## src/source/fetch_cfg_pkg.sv

```systemverilog
// Fetch unit configuration
// Bus width, restart address and the instruction issued out of reset

package fetch_cfg_pkg;

    // Data and address width, one word
    localparam int unsigned XLEN = 32;

    // Byte offset bits below a word address
    localparam int unsigned WORD_LSB = 2;

    // First fetch address after reset or restart
    localparam logic [XLEN-1:0] START_ADDRESS = 32'h0000_0000;

    // addi x0, x0, 0
    localparam logic [XLEN-1:0] NOP_INSTR = 32'h0000_0013;

endpackage

```

## src/source/fetch_types_pkg.sv

```systemverilog
// Fetch unit types
// Word, word address and the redirect source code

package fetch_types_pkg;

    // One bus word, data or byte address
    typedef logic [fetch_cfg_pkg::XLEN-1:0] word_t;

    // Word address, byte offset dropped
    typedef logic [fetch_cfg_pkg::XLEN-fetch_cfg_pkg::WORD_LSB-1:0] waddr_t;

    // Source of the next fetch address, lowest priority first
    typedef enum logic [2:0] {
        SEL_ADVANCE,
        SEL_BRANCH_PRED,
        SEL_ROLLBACK,
        SEL_JUMP,
        SEL_CTX_SWITCH
    } redirect_sel_e;

endpackage

```

## src/source/fetch_redirect.sv

```systemverilog
// Fetch redirect select
// Picks the next word address by priority and tracks branch prediction rollback

`timescale 1ns/1ps

module fetch_redirect (
    input  logic                          clk,
    input  logic                          reset_n,
    input  logic                          sys_reset_i,
    input  logic                          enable_i,

    input  logic                          ctx_switch_i,
    input  logic                          jump_i,
    input  logic                          bp_take_i,
    input  logic                          jump_rollback_i,
    input  fetch_types_pkg::word_t        ctx_switch_target_i,
    input  fetch_types_pkg::word_t        jump_target_i,
    input  fetch_types_pkg::word_t        bp_target_i,

    input  fetch_types_pkg::waddr_t       cur_waddr_i,
    output fetch_types_pkg::waddr_t       next_waddr_o,
    output fetch_types_pkg::redirect_sel_e redirect_sel_o,
    output logic                          bp_rollback_o
);

    fetch_types_pkg::waddr_t advance_waddr;
    fetch_types_pkg::waddr_t rollback_waddr;
    logic                    rollback_r;

    assign advance_waddr = cur_waddr_i + fetch_types_pkg::waddr_t'(1);

    //////////////////////////////
    // Redirect priority
    //////////////////////////////

    // Context switch wins, then execute jump, then rollback, then prediction
    always_comb begin
        if (ctx_switch_i) begin
            redirect_sel_o = fetch_types_pkg::SEL_CTX_SWITCH;
            next_waddr_o   = ctx_switch_target_i[fetch_cfg_pkg::XLEN-1:fetch_cfg_pkg::WORD_LSB];
        end
        else if (jump_i) begin
            redirect_sel_o = fetch_types_pkg::SEL_JUMP;
            next_waddr_o   = jump_target_i[fetch_cfg_pkg::XLEN-1:fetch_cfg_pkg::WORD_LSB];
        end
        else if (jump_rollback_i) begin
            redirect_sel_o = fetch_types_pkg::SEL_ROLLBACK;
            next_waddr_o   = rollback_waddr;
        end
        else if (enable_i && bp_take_i) begin
            // Decode prediction only counts when the stage advances
            redirect_sel_o = fetch_types_pkg::SEL_BRANCH_PRED;
            next_waddr_o   = bp_target_i[fetch_cfg_pkg::XLEN-1:fetch_cfg_pkg::WORD_LSB];
        end
        else begin
            redirect_sel_o = fetch_types_pkg::SEL_ADVANCE;
            next_waddr_o   = advance_waddr;
        end
    end

    //////////////////////////////
    // Rollback tracking
    //////////////////////////////

    // Word after the fetch address current at the accepted prediction
    always_ff @(posedge clk or negedge reset_n) begin
        if (!reset_n) begin
            rollback_waddr <= fetch_cfg_pkg::START_ADDRESS[fetch_cfg_pkg::XLEN-1:fetch_cfg_pkg::WORD_LSB];
        end
        else if (enable_i && bp_take_i) begin
            rollback_waddr <= advance_waddr;
        end
    end

    // Rollback seen, waiting for the next stage advance
    always_ff @(posedge clk or negedge reset_n) begin
        if (!reset_n) begin
            rollback_r <= 1'b0;
        end
        else if (sys_reset_i) begin
            rollback_r <= 1'b0;
        end
        else if (jump_rollback_i) begin
            rollback_r <= 1'b1;
        end
        else if (enable_i) begin
            rollback_r <= 1'b0;
        end
    end

    // One enabled cycle pulse toward decode
    always_ff @(posedge clk or negedge reset_n) begin
        if (!reset_n) begin
            bp_rollback_o <= 1'b0;
        end
        else if (sys_reset_i) begin
            bp_rollback_o <= 1'b0;
        end
        else if (enable_i) begin
            bp_rollback_o <= rollback_r;
        end
    end

endmodule

```

## src/source/fetch_addr_gen.sv

```systemverilog
// Fetch address generator
// Instruction address register, jump tracking and valid flow control

`timescale 1ns/1ps

module fetch_addr_gen (
    input  logic                          clk,
    input  logic                          reset_n,
    input  logic                          sys_reset_i,
    input  logic                          enable_i,
    input  logic                          busy_i,

    input  fetch_types_pkg::waddr_t       next_waddr_i,
    input  fetch_types_pkg::redirect_sel_e redirect_sel_i,

    output fetch_types_pkg::waddr_t       cur_waddr_o,
    output fetch_types_pkg::word_t        instruction_address_o,
    output fetch_types_pkg::word_t        issue_pc_o,
    output logic                          jumping_o,
    output logic                          valid_o
);

    logic jumped;
    logic rollback;
    logic advance;
    logic jumped_r;
    logic busy_r;

    // Rollback reloads the address but is not counted as a jump
    assign jumped   = (redirect_sel_i == fetch_types_pkg::SEL_CTX_SWITCH) ||
                      (redirect_sel_i == fetch_types_pkg::SEL_JUMP) ||
                      (redirect_sel_i == fetch_types_pkg::SEL_BRANCH_PRED);
    assign rollback = (redirect_sel_i == fetch_types_pkg::SEL_ROLLBACK);
    assign advance  = enable_i && !busy_i;

    //////////////////////////////
    // Address register
    //////////////////////////////

    always_ff @(posedge clk or negedge reset_n) begin
        if (!reset_n) begin
            cur_waddr_o <= fetch_cfg_pkg::START_ADDRESS[fetch_cfg_pkg::XLEN-1:fetch_cfg_pkg::WORD_LSB];
        end
        else if (sys_reset_i) begin
            cur_waddr_o <= fetch_cfg_pkg::START_ADDRESS[fetch_cfg_pkg::XLEN-1:fetch_cfg_pkg::WORD_LSB];
        end
        else if (jumped || rollback || advance) begin
            cur_waddr_o <= next_waddr_i;
        end
    end

    assign instruction_address_o = {cur_waddr_o, {fetch_cfg_pkg::WORD_LSB{1'b0}}};

    // Registered bus address that lines up with the returning data
    always_ff @(posedge clk or negedge reset_n) begin
        if (!reset_n) begin
            issue_pc_o <= fetch_cfg_pkg::START_ADDRESS;
        end
        else if (jumped_r || enable_i) begin
            issue_pc_o <= instruction_address_o;
        end
    end

    //////////////////////////////
    // Jump tracking
    //////////////////////////////

    always_ff @(posedge clk or negedge reset_n) begin
        if (!reset_n) begin
            jumped_r <= 1'b1;
        end
        else if (sys_reset_i) begin
            jumped_r <= 1'b1;
        end
        else if (jumped) begin
            jumped_r <= 1'b1;
        end
        else if (enable_i || rollback) begin
            jumped_r <= 1'b0;
        end
    end

    // Marks the issued word as one to discard
    always_ff @(posedge clk or negedge reset_n) begin
        if (!reset_n) begin
            jumping_o <= 1'b1;
        end
        else if (sys_reset_i) begin
            jumping_o <= 1'b1;
        end
        else if (jumped || (jumped_r && !rollback)) begin
            jumping_o <= 1'b1;
        end
        else if (enable_i || rollback) begin
            jumping_o <= 1'b0;
        end
    end

    //////////////////////////////
    // Valid flow control
    //////////////////////////////

    always_ff @(posedge clk or negedge reset_n) begin
        if (!reset_n) begin
            busy_r  <= 1'b0;
            valid_o <= 1'b0;
        end
        else if (sys_reset_i) begin
            busy_r  <= 1'b0;
            valid_o <= 1'b0;
        end
        else if (enable_i) begin
            busy_r  <= busy_i;
            valid_o <= !busy_r;
        end
    end

endmodule

```

## src/source/fetch_inst_out.sv

```systemverilog
// Fetch instruction output
// Holds data that arrives during a stall and issues each word with its PC

`timescale 1ns/1ps

module fetch_inst_out (
    input  logic                   clk,
    input  logic                   reset_n,
    input  logic                   sys_reset_i,
    input  logic                   enable_i,
    input  logic                   busy_i,

    input  fetch_types_pkg::word_t instruction_data_i,
    input  fetch_types_pkg::word_t issue_pc_i,

    output fetch_types_pkg::word_t instruction_o,
    output fetch_types_pkg::word_t pc_o
);

    logic                   fetched;
    fetch_types_pkg::word_t idata_held;
    fetch_types_pkg::word_t idata_sel;

    //////////////////////////////
    // Data capture
    //////////////////////////////

    // Memory answers one cycle after an accepted address
    always_ff @(posedge clk or negedge reset_n) begin
        if (!reset_n) begin
            fetched <= 1'b0;
        end
        else begin
            fetched <= enable_i && !busy_i;
        end
    end

    // Keep the word if it shows up while the stage is stalled
    always_ff @(posedge clk or negedge reset_n) begin
        if (!reset_n) begin
            idata_held <= fetch_cfg_pkg::NOP_INSTR;
        end
        else if (!enable_i && fetched) begin
            idata_held <= instruction_data_i;
        end
    end

    assign idata_sel = fetched ? instruction_data_i : idata_held;

    //////////////////////////////
    // Issue
    //////////////////////////////

    always_ff @(posedge clk or negedge reset_n) begin
        if (!reset_n) begin
            instruction_o <= fetch_cfg_pkg::NOP_INSTR;
        end
        else if (sys_reset_i) begin
            instruction_o <= fetch_cfg_pkg::NOP_INSTR;
        end
        else if (enable_i) begin
            instruction_o <= idata_sel;
        end
    end

    // PC moves together with the instruction
    always_ff @(posedge clk or negedge reset_n) begin
        if (!reset_n) begin
            pc_o <= fetch_cfg_pkg::START_ADDRESS;
        end
        else if (sys_reset_i) begin
            pc_o <= fetch_cfg_pkg::START_ADDRESS;
        end
        else if (enable_i) begin
            pc_o <= issue_pc_i;
        end
    end

endmodule

```

## src/source/fetch_top.sv

```systemverilog
// Instruction fetch unit top
// Redirect select, address generation and instruction output

`timescale 1ns/1ps

module fetch_top (
    input  logic                   clk,
    input  logic                   reset_n,
    input  logic                   sys_reset_i,
    input  logic                   enable_i,
    input  logic                   busy_i,

    // Redirect requests from the core
    input  logic                   ctx_switch_i,
    input  logic                   jump_i,
    input  logic                   bp_take_i,
    input  logic                   jump_rollback_i,
    input  fetch_types_pkg::word_t ctx_switch_target_i,
    input  fetch_types_pkg::word_t jump_target_i,
    input  fetch_types_pkg::word_t bp_target_i,

    // Instruction memory
    output fetch_types_pkg::word_t instruction_address_o,
    input  fetch_types_pkg::word_t instruction_data_i,

    // Toward decode
    output fetch_types_pkg::word_t instruction_o,
    output fetch_types_pkg::word_t pc_o,
    output logic                   jumping_o,
    output logic                   valid_o,
    output logic                   bp_rollback_o
);

    fetch_types_pkg::waddr_t        cur_waddr;
    fetch_types_pkg::waddr_t        next_waddr;
    fetch_types_pkg::redirect_sel_e redirect_sel;
    fetch_types_pkg::word_t         issue_pc;

    //////////////////////////////
    // Stages
    //////////////////////////////

    fetch_redirect redirect_i (
        .clk                 (clk),
        .reset_n             (reset_n),
        .sys_reset_i         (sys_reset_i),
        .enable_i            (enable_i),
        .ctx_switch_i        (ctx_switch_i),
        .jump_i              (jump_i),
        .bp_take_i           (bp_take_i),
        .jump_rollback_i     (jump_rollback_i),
        .ctx_switch_target_i (ctx_switch_target_i),
        .jump_target_i       (jump_target_i),
        .bp_target_i         (bp_target_i),
        .cur_waddr_i         (cur_waddr),
        .next_waddr_o        (next_waddr),
        .redirect_sel_o      (redirect_sel),
        .bp_rollback_o       (bp_rollback_o)
    );

    fetch_addr_gen addr_gen_i (
        .clk                   (clk),
        .reset_n               (reset_n),
        .sys_reset_i           (sys_reset_i),
        .enable_i              (enable_i),
        .busy_i                (busy_i),
        .next_waddr_i          (next_waddr),
        .redirect_sel_i        (redirect_sel),
        .cur_waddr_o           (cur_waddr),
        .instruction_address_o (instruction_address_o),
        .issue_pc_o            (issue_pc),
        .jumping_o             (jumping_o),
        .valid_o               (valid_o)
    );

    // Pairs returning data with the address that fetched it
    fetch_inst_out inst_out_i (
        .clk                (clk),
        .reset_n            (reset_n),
        .sys_reset_i        (sys_reset_i),
        .enable_i           (enable_i),
        .busy_i             (busy_i),
        .instruction_data_i (instruction_data_i),
        .issue_pc_i         (issue_pc),
        .instruction_o      (instruction_o),
        .pc_o               (pc_o)
    );

endmodule

```

## config.mk

```make
export PLATFORM = sky130hd
export DESIGN_NAME = fetch_top
export DESIGN_NICKNAME = d
export VERILOG_FILES = /design/src/source/fetch_cfg_pkg.sv /design/src/source/fetch_types_pkg.sv /design/src/source/fetch_redirect.sv /design/src/source/fetch_addr_gen.sv /design/src/source/fetch_inst_out.sv /design/src/source/fetch_top.sv
export SDC_FILE = /design/constraint.sdc
export NUM_CORES = 1
export LEC_CHECK = 0
export BUFFER_PORTS_ARGS = -buffer_cell sky130_fd_sc_hd__buf_2
export CORE_MARGIN = 2
export CORE_UTILIZATION = 46
export CTS_CLUSTER_DIAMETER = 40
export DETAILED_ROUTE_END_ITERATION = 8
export PLACE_DENSITY_LB_ADDON = 0.05
export SYNTH_ARGS = -nofsm -noshare
export SYNTH_HDL_FRONTEND = slang
export SYNTH_SLANG_ARGS = --single-unit
```

## constraint.sdc

```tcl
create_clock -name clk -period 2.8 [get_ports clk]
set_clock_uncertainty 0.15 [all_clocks]
set_input_delay 0.56 -clock clk [delete_from_list [all_inputs] [get_ports clk]]
set_output_delay 0.56 -clock clk [all_outputs]
set_load 0.01 [all_outputs]
```

### Word level (Yosys, flattened, before mapping)

Cells that the tools add are included.

* register bits after elaboration: 193
* latch bits: 0
* memory bits (writable): 0
* bits in read-only memories: 0
* logic and storage cells: 67
* memories kept: 0

* add/sub/neg operators: 1
* $mul: 0
* div/mod/pow operators: 0
* $lt $le $gt $ge: 0
* equal/unequal tests: 4
* shift-type cells: 0
* multiplexer cells: 29
* bitwise logic cells: 0
* reduce and logical (&&, ||, !) cells: 20

Operators with widths (number)
* $mux W30: 6
* $mux W32: 5
* $add A30 B1 Y30 const B: 1
* $mux W1: 15
* $mux W3: 3
* $reduce_bool A3 Y1: 3
* $logic_or A1 B1 Y1: 7
* $eq A3 B2 Y1 const B: 2
* $logic_and A1 B1 Y1: 4
* $logic_not A1 Y1: 4
* $reduce_bool A2 Y1: 2
* $eq A3 B1 Y1 const B: 1
* $eq A3 B3 Y1 const B: 1

### Logic depth before layout (Yosys ltp)

* depth after elaboration: 12
* gate-level depth with buffers: 8
* depth with buffers taken out: 6

### Cells and area by module

Synthesis repeated with hierarchy kept, for this count alone.

* cells, all modules: 956
* area, all modules: 10218.6 um^2

Modules (own cells, without submodules)
* fetch_inst_out: times used 1, cells each 318, area each 4214.0 um^2
* fetch_addr_gen: times used 1, cells each 216, area each 3009.1 um^2
* fetch_redirect: times used 1, cells each 422, area each 2995.4 um^2

### Least setup slack after synthesis

No wires, ideal clock.

* path type: register to register
* from: reg addr_gen_i.cur_waddr_o[0]
* to: reg addr_gen_i.cur_waddr_o[16]
* data arrival time: 1887 ps
* data required time: 2526 ps
* path slack: 639 ps
* cell stages (with the launch flop): 7
* clock period less this slack: 2161 ps
* path through: dfrtp_1 ha_1 nand4_1 clkbuf_1 nor4_2 o21ai_0 a211o_1

* word-level cells in the longest chain between the ends: 7

Ends and longest elaborated chain
* from (decl): RTL line fetch_addr_gen.sv:16 `output fetch_types_pkg::waddr_t cur_waddr_o,`
* from (signal assigned): RTL line fetch_addr_gen.sv:42 `cur_waddr_o <= fetch_cfg_pkg::START_ADDRESS[fetch_cfg_pkg::XLEN-1:fetch_cfg_pkg::WORD_LSB];`
* from (signal assigned): RTL line fetch_addr_gen.sv:45 `cur_waddr_o <= fetch_cfg_pkg::START_ADDRESS[fetch_cfg_pkg::XLEN-1:fetch_cfg_pkg::WORD_LSB];`
* from (signal assigned): RTL line fetch_addr_gen.sv:48 `cur_waddr_o <= next_waddr_i;`
* $add A30 B1 Y30: RTL line fetch_redirect.sv:30 `assign advance_waddr = cur_waddr_i + fetch_types_pkg::waddr_t'(1);`
* $mux W30: RTL line fetch_redirect.sv:50 `else if (enable_i && bp_take_i) begin`
* $mux W30: RTL line fetch_redirect.sv:46 `else if (jump_rollback_i) begin`
* $mux W30: RTL line fetch_redirect.sv:42 `else if (jump_i) begin`
* $mux W30: RTL line fetch_redirect.sv:38 `if (ctx_switch_i) begin`
* $mux W30: RTL line fetch_addr_gen.sv:47 `else if (jumped || rollback || advance) begin`
* $mux W30: RTL line fetch_addr_gen.sv:44 `else if (sys_reset_i) begin`

No other way between the ends. The select of a mux whose other input is x is not followed.
A chain may end at the register's enable or synchronous reset.

### Worst setup path in the final report

* from: reg addr_gen_i.cur_waddr_o[2]
* to: reg addr_gen_i.cur_waddr_o[29]

The elaborated chain is that of the path after synthesis.

==> flow_metrics.tcl <==
set metrics [dict create \
    cap_viol_max_count 0 \
    post_synth_inst_count 957 \
    h-tree-depth 4 \
    switchingPower_mw 2.03 \
    synth_largest_area_cell "sky130_fd_sc_hd__dfrtp_1" \
    power_report.internal_total_mw 4.89 \
    cp-start-kind "flop" \
    final_hold_viol_count 4 \
    synth.cell_area_mm2 0.00971 \
    design.final.nets 1319 \
    ffs_w_async_s_r_synth_pct 100 \
    finalCritPeriodShare_pct 83.5 \
    final_layout_size_suffix_gt1_share_pct 32.6 \
    chipWidth_um 149 \
    cts_resized 0 \
    yosys_warnings 0 \
    detailedRoute.firstIterationViolations 534 \
    timing.hold.worst.class "in -> async" \
    place_ws_ps 341 \
    ant_nets 0 \
    cellLeakagePower_nw 5.59 \
    avgRoutedWirePerCell_um 20.2 \
    grt_antenna_before_repair 6 \
    synth_top_cells_by_area "sky130_fd_sc_hd__dfrtp_1 47%, sky130_fd_sc_hd__mux2i_1 7.1%, sky130_fd_sc_hd__mux2_2 6.0%, sky130_fd_sc_hd__nor2_1 3.9%, sky130_fd_sc_hd__o21ai_0 3.2%" \
    timing.critical_path.arrival_ps 2500 \
    final_cell_count_no_fill 1471 \
    flip_flop_and_latch_count_after_synthesis 191 \
    crit_fanout 8 \
    unrepaired_setup_endpoints_after_global_routing "false" \
    die-area_mm2 0.0223 \
    route.vias.total 8359 \
    detail_route.wirelength_um 29700 \
    final_max_slew_viol_count 0 \
    avgViaCountPerCell 5.68 \
    hold_buffers_post_cts 0 \
    grt.met1_usage_pct 36.0 \
    grt_first_pass_wirelength_um 46000 \
    synthTopCellsByCount "183 x sky130_fd_sc_hd__dfrtp_1, 102 x sky130_fd_sc_hd__nor2_1, 77 x sky130_fd_sc_hd__nand2_1, 69 x sky130_fd_sc_hd__mux2i_1, 62 x sky130_fd_sc_hd__o21ai_0" \
    num_io_pins 236 \
    first_global_vias 8259 \
    failed_checks "negative hold slack" \
    reg2reg_setup_slack_ps 460 \
    layout-area-overhead-vs-synth_pct 23.2 \
    period_minus_slack_ps 2340 \
    tritoncts "built" \
    clock_path_buffers 2 \
    clock_insertion_delay_worst_skew_ps 430 \
    global_route_track_usage_on_met3_pct 6.12 \
    start_util_pct 46.5 \
    post-place-cells 1437 \
    die_h_um 149 \
    power.sequential.fraction_pct 47.3 \
    drc 0 \
    dp.final_hpwl_um 20900 \
    tritoncts.num_buffers 17 \
    setup_tns_ps 0 \
    timing.setup.critical_path_class "reg -> reg" \
    drt_first_pass_iters 5 \
    worst_slew_pin_slew_ps 970 \
    final_worst_slack_ps 462 \
    weighted_congestion_reported_at_the_end_of_routability_driven_placement 0.862 \
    grtUsageTotal_pct 27.0 \
    grt_start_max_net_pins 84 \
    max_clock_freq_mhz 428 \
    grt.met2_usage_pct 44.4 \
    global_route.peak_usage_layer "met2" \
    combPwrFrac_pct 17.1 \
    power.share.switching_pct 29.4 \
    power-per-cell-area_mw_per_mm2 579 \
    cts.clk_slew.worst_paths_ps 70 \
    buffer_ports.inserted 225 \
    floorplan.core_area_mm2 0.0209 \
    sequential_area_share_after_synthesis_pct 49.3 \
    cts_root_buf "sky130_fd_sc_hd__clkbuf_16" \
    post_synth.cell_area_avg_um2 10.1 \
    total_number_of_placement_rows 53 \
    synth_edf_count 0 \
    synth_cell_type_count 73 \
    cts_sinks 191 \
    top_count_cell_post_synth "sky130_fd_sc_hd__dfrtp_1" \
    grt_remaining_overflow 0 \
    outcome "finished, violations left" \
    timing.critical_path.to_type "flop" \
    r2r-end "addr_gen_i.cur_waddr_o[29]" \
    slew_headroom_pct 35.3 \
    peakVddDrop_mv 0.477 \
    ff2ff_path_depth 5 \
    rr_startpoint "addr_gen_i.cur_waddr_o[2]" \
    share_of_yosys_cell_area_claimed_by_the_top_area_cell_type_pct 47.2 \
    fin_hold_ws_ps -12.1 \
    yosys_most_used_dff "sky130_fd_sc_hd__dfrtp_1" \
    power.share.clock_pct 35.6 \
    power_total_mw 6.92 \
    cp_data_required_time_ps 2960 \
    cts_post_setup_buffers_inserted 0 \
    finalSetupViolCount 0 \
]
## how the worst max path moves through the flow
| stage | from | to | slack, ps | depth (start not counted) |
|---|---|---|---|---|
| 6_report | addr_gen_i.cur_waddr_o[2] | addr_gen_i.cur_waddr_o[29] | 460 | 5 |
| 5_1_grt | addr_gen_i.cur_waddr_o[2] | addr_gen_i.cur_waddr_o[29] | 320 | 5 |
| 4_1_cts | addr_gen_i.cur_waddr_o[2] | addr_gen_i.cur_waddr_o[29] | 430 | 5 |
| 3_5_place_dp | jump_rollback_i | addr_gen_i.cur_waddr_o[16] | 340 | 6 |
| 3_3_place_gp | jump_rollback_i | addr_gen_i.cur_waddr_o[18] | 360 | 6 |
| 2_1_floorplan | addr_gen_i.cur_waddr_o[0] | addr_gen_i.cur_waddr_o[16] | 640 | 6 |
## cell usage in the layout, fill, tap and decap left out, drive strengths merged, types with 17 or more instances in the layout
cell type | Yosys | routed
a211oi | 36 | 36
a21oi | 35 | 35
buf | 32 | 278
clkbuf | 45 | 19
dfrtp | 183 | 183
inv | 20 | 27
mux2 | 52 | 52
mux2i | 69 | 69
nand2 | 77 | 77
nor2 | 102 | 102
nor3 | 22 | 22
o21ai | 64 | 64
xnor2 | 17 | 17
## registers in the layout, summed over array words and instances (netlist names), 30 cells and up
signal                     flops
inst_out_i.idata_held         32
inst_out_i.instruction_o      32
addr_gen_i.cur_waddr_o        30
inst_out_i.pc_o               30
redirect_i.rollback_waddr     30
addr_gen_i.issue_pc_o         30
## critical path, stage by stage, from the launching register on
cell                      delay (ps)
sky130_fd_sc_hd__dfrtp_1         490
sky130_fd_sc_hd__nand3_1         370
sky130_fd_sc_hd__nor4_4          620
sky130_fd_sc_hd__a31o_2          250
sky130_fd_sc_hd__a22oi_1          80
sky130_fd_sc_hd__o221a_2         260
## power by group through the flow
stage,Clock (mW),Combinational (mW),Sequential (mW)
2_1_floorplan,0,0.659,3.32
6_report,2.47,1.19,3.27
3_5_place_dp,0,1.19,3.32
5_1_grt,2.62,1.31,3.31
4_1_cts,2.50,1.20,3.27
3_3_place_gp,0,1.17,3.31
## layer usage
layer / vias to the layer above / part of all wire, %
met5: - / 0.11
li1: 3929 / -
met4: 6 / 2.1
met3: 44 / 7.0
met1: 4093 / 42
met2: 287 / 48
## area by class of cell
cell class,count,area (um^2)
multi-input cells,672,4550
well taps,275,344
fillers,1900,8930
repair buffers,279,1610
clock inverters,14,145
clock buffers,18,439
flip-flops and latches,191,4790
diodes,2,5.00
inverters,20,75.1
## kinds of logic after synthesis
kind of cell    after synthesis  share of synthesized area (%)
simple gates                279                           14.2
xor+xnor                     25                           2.26
flops                       191                           49.3
other cells                   1                         0.0386
mux                         121                           13.1
compound gates              242                           16.8
buf+inv                      97                           4.07
fa+ha+maj                     1                          0.129
## per-stage QoR
step / cell area [um^2] / utilization, %
2_1_floorplan: 9720 / -
3_3_place_gp: 11400 / 54.4
3_5_place_dp: 11400 / 54.4
4_1_cts: 12000 / 57.2
5_1_grt: 12000 / 57.2
6_report: 12000 / 57.2
(Power assumes the default switching activity.)
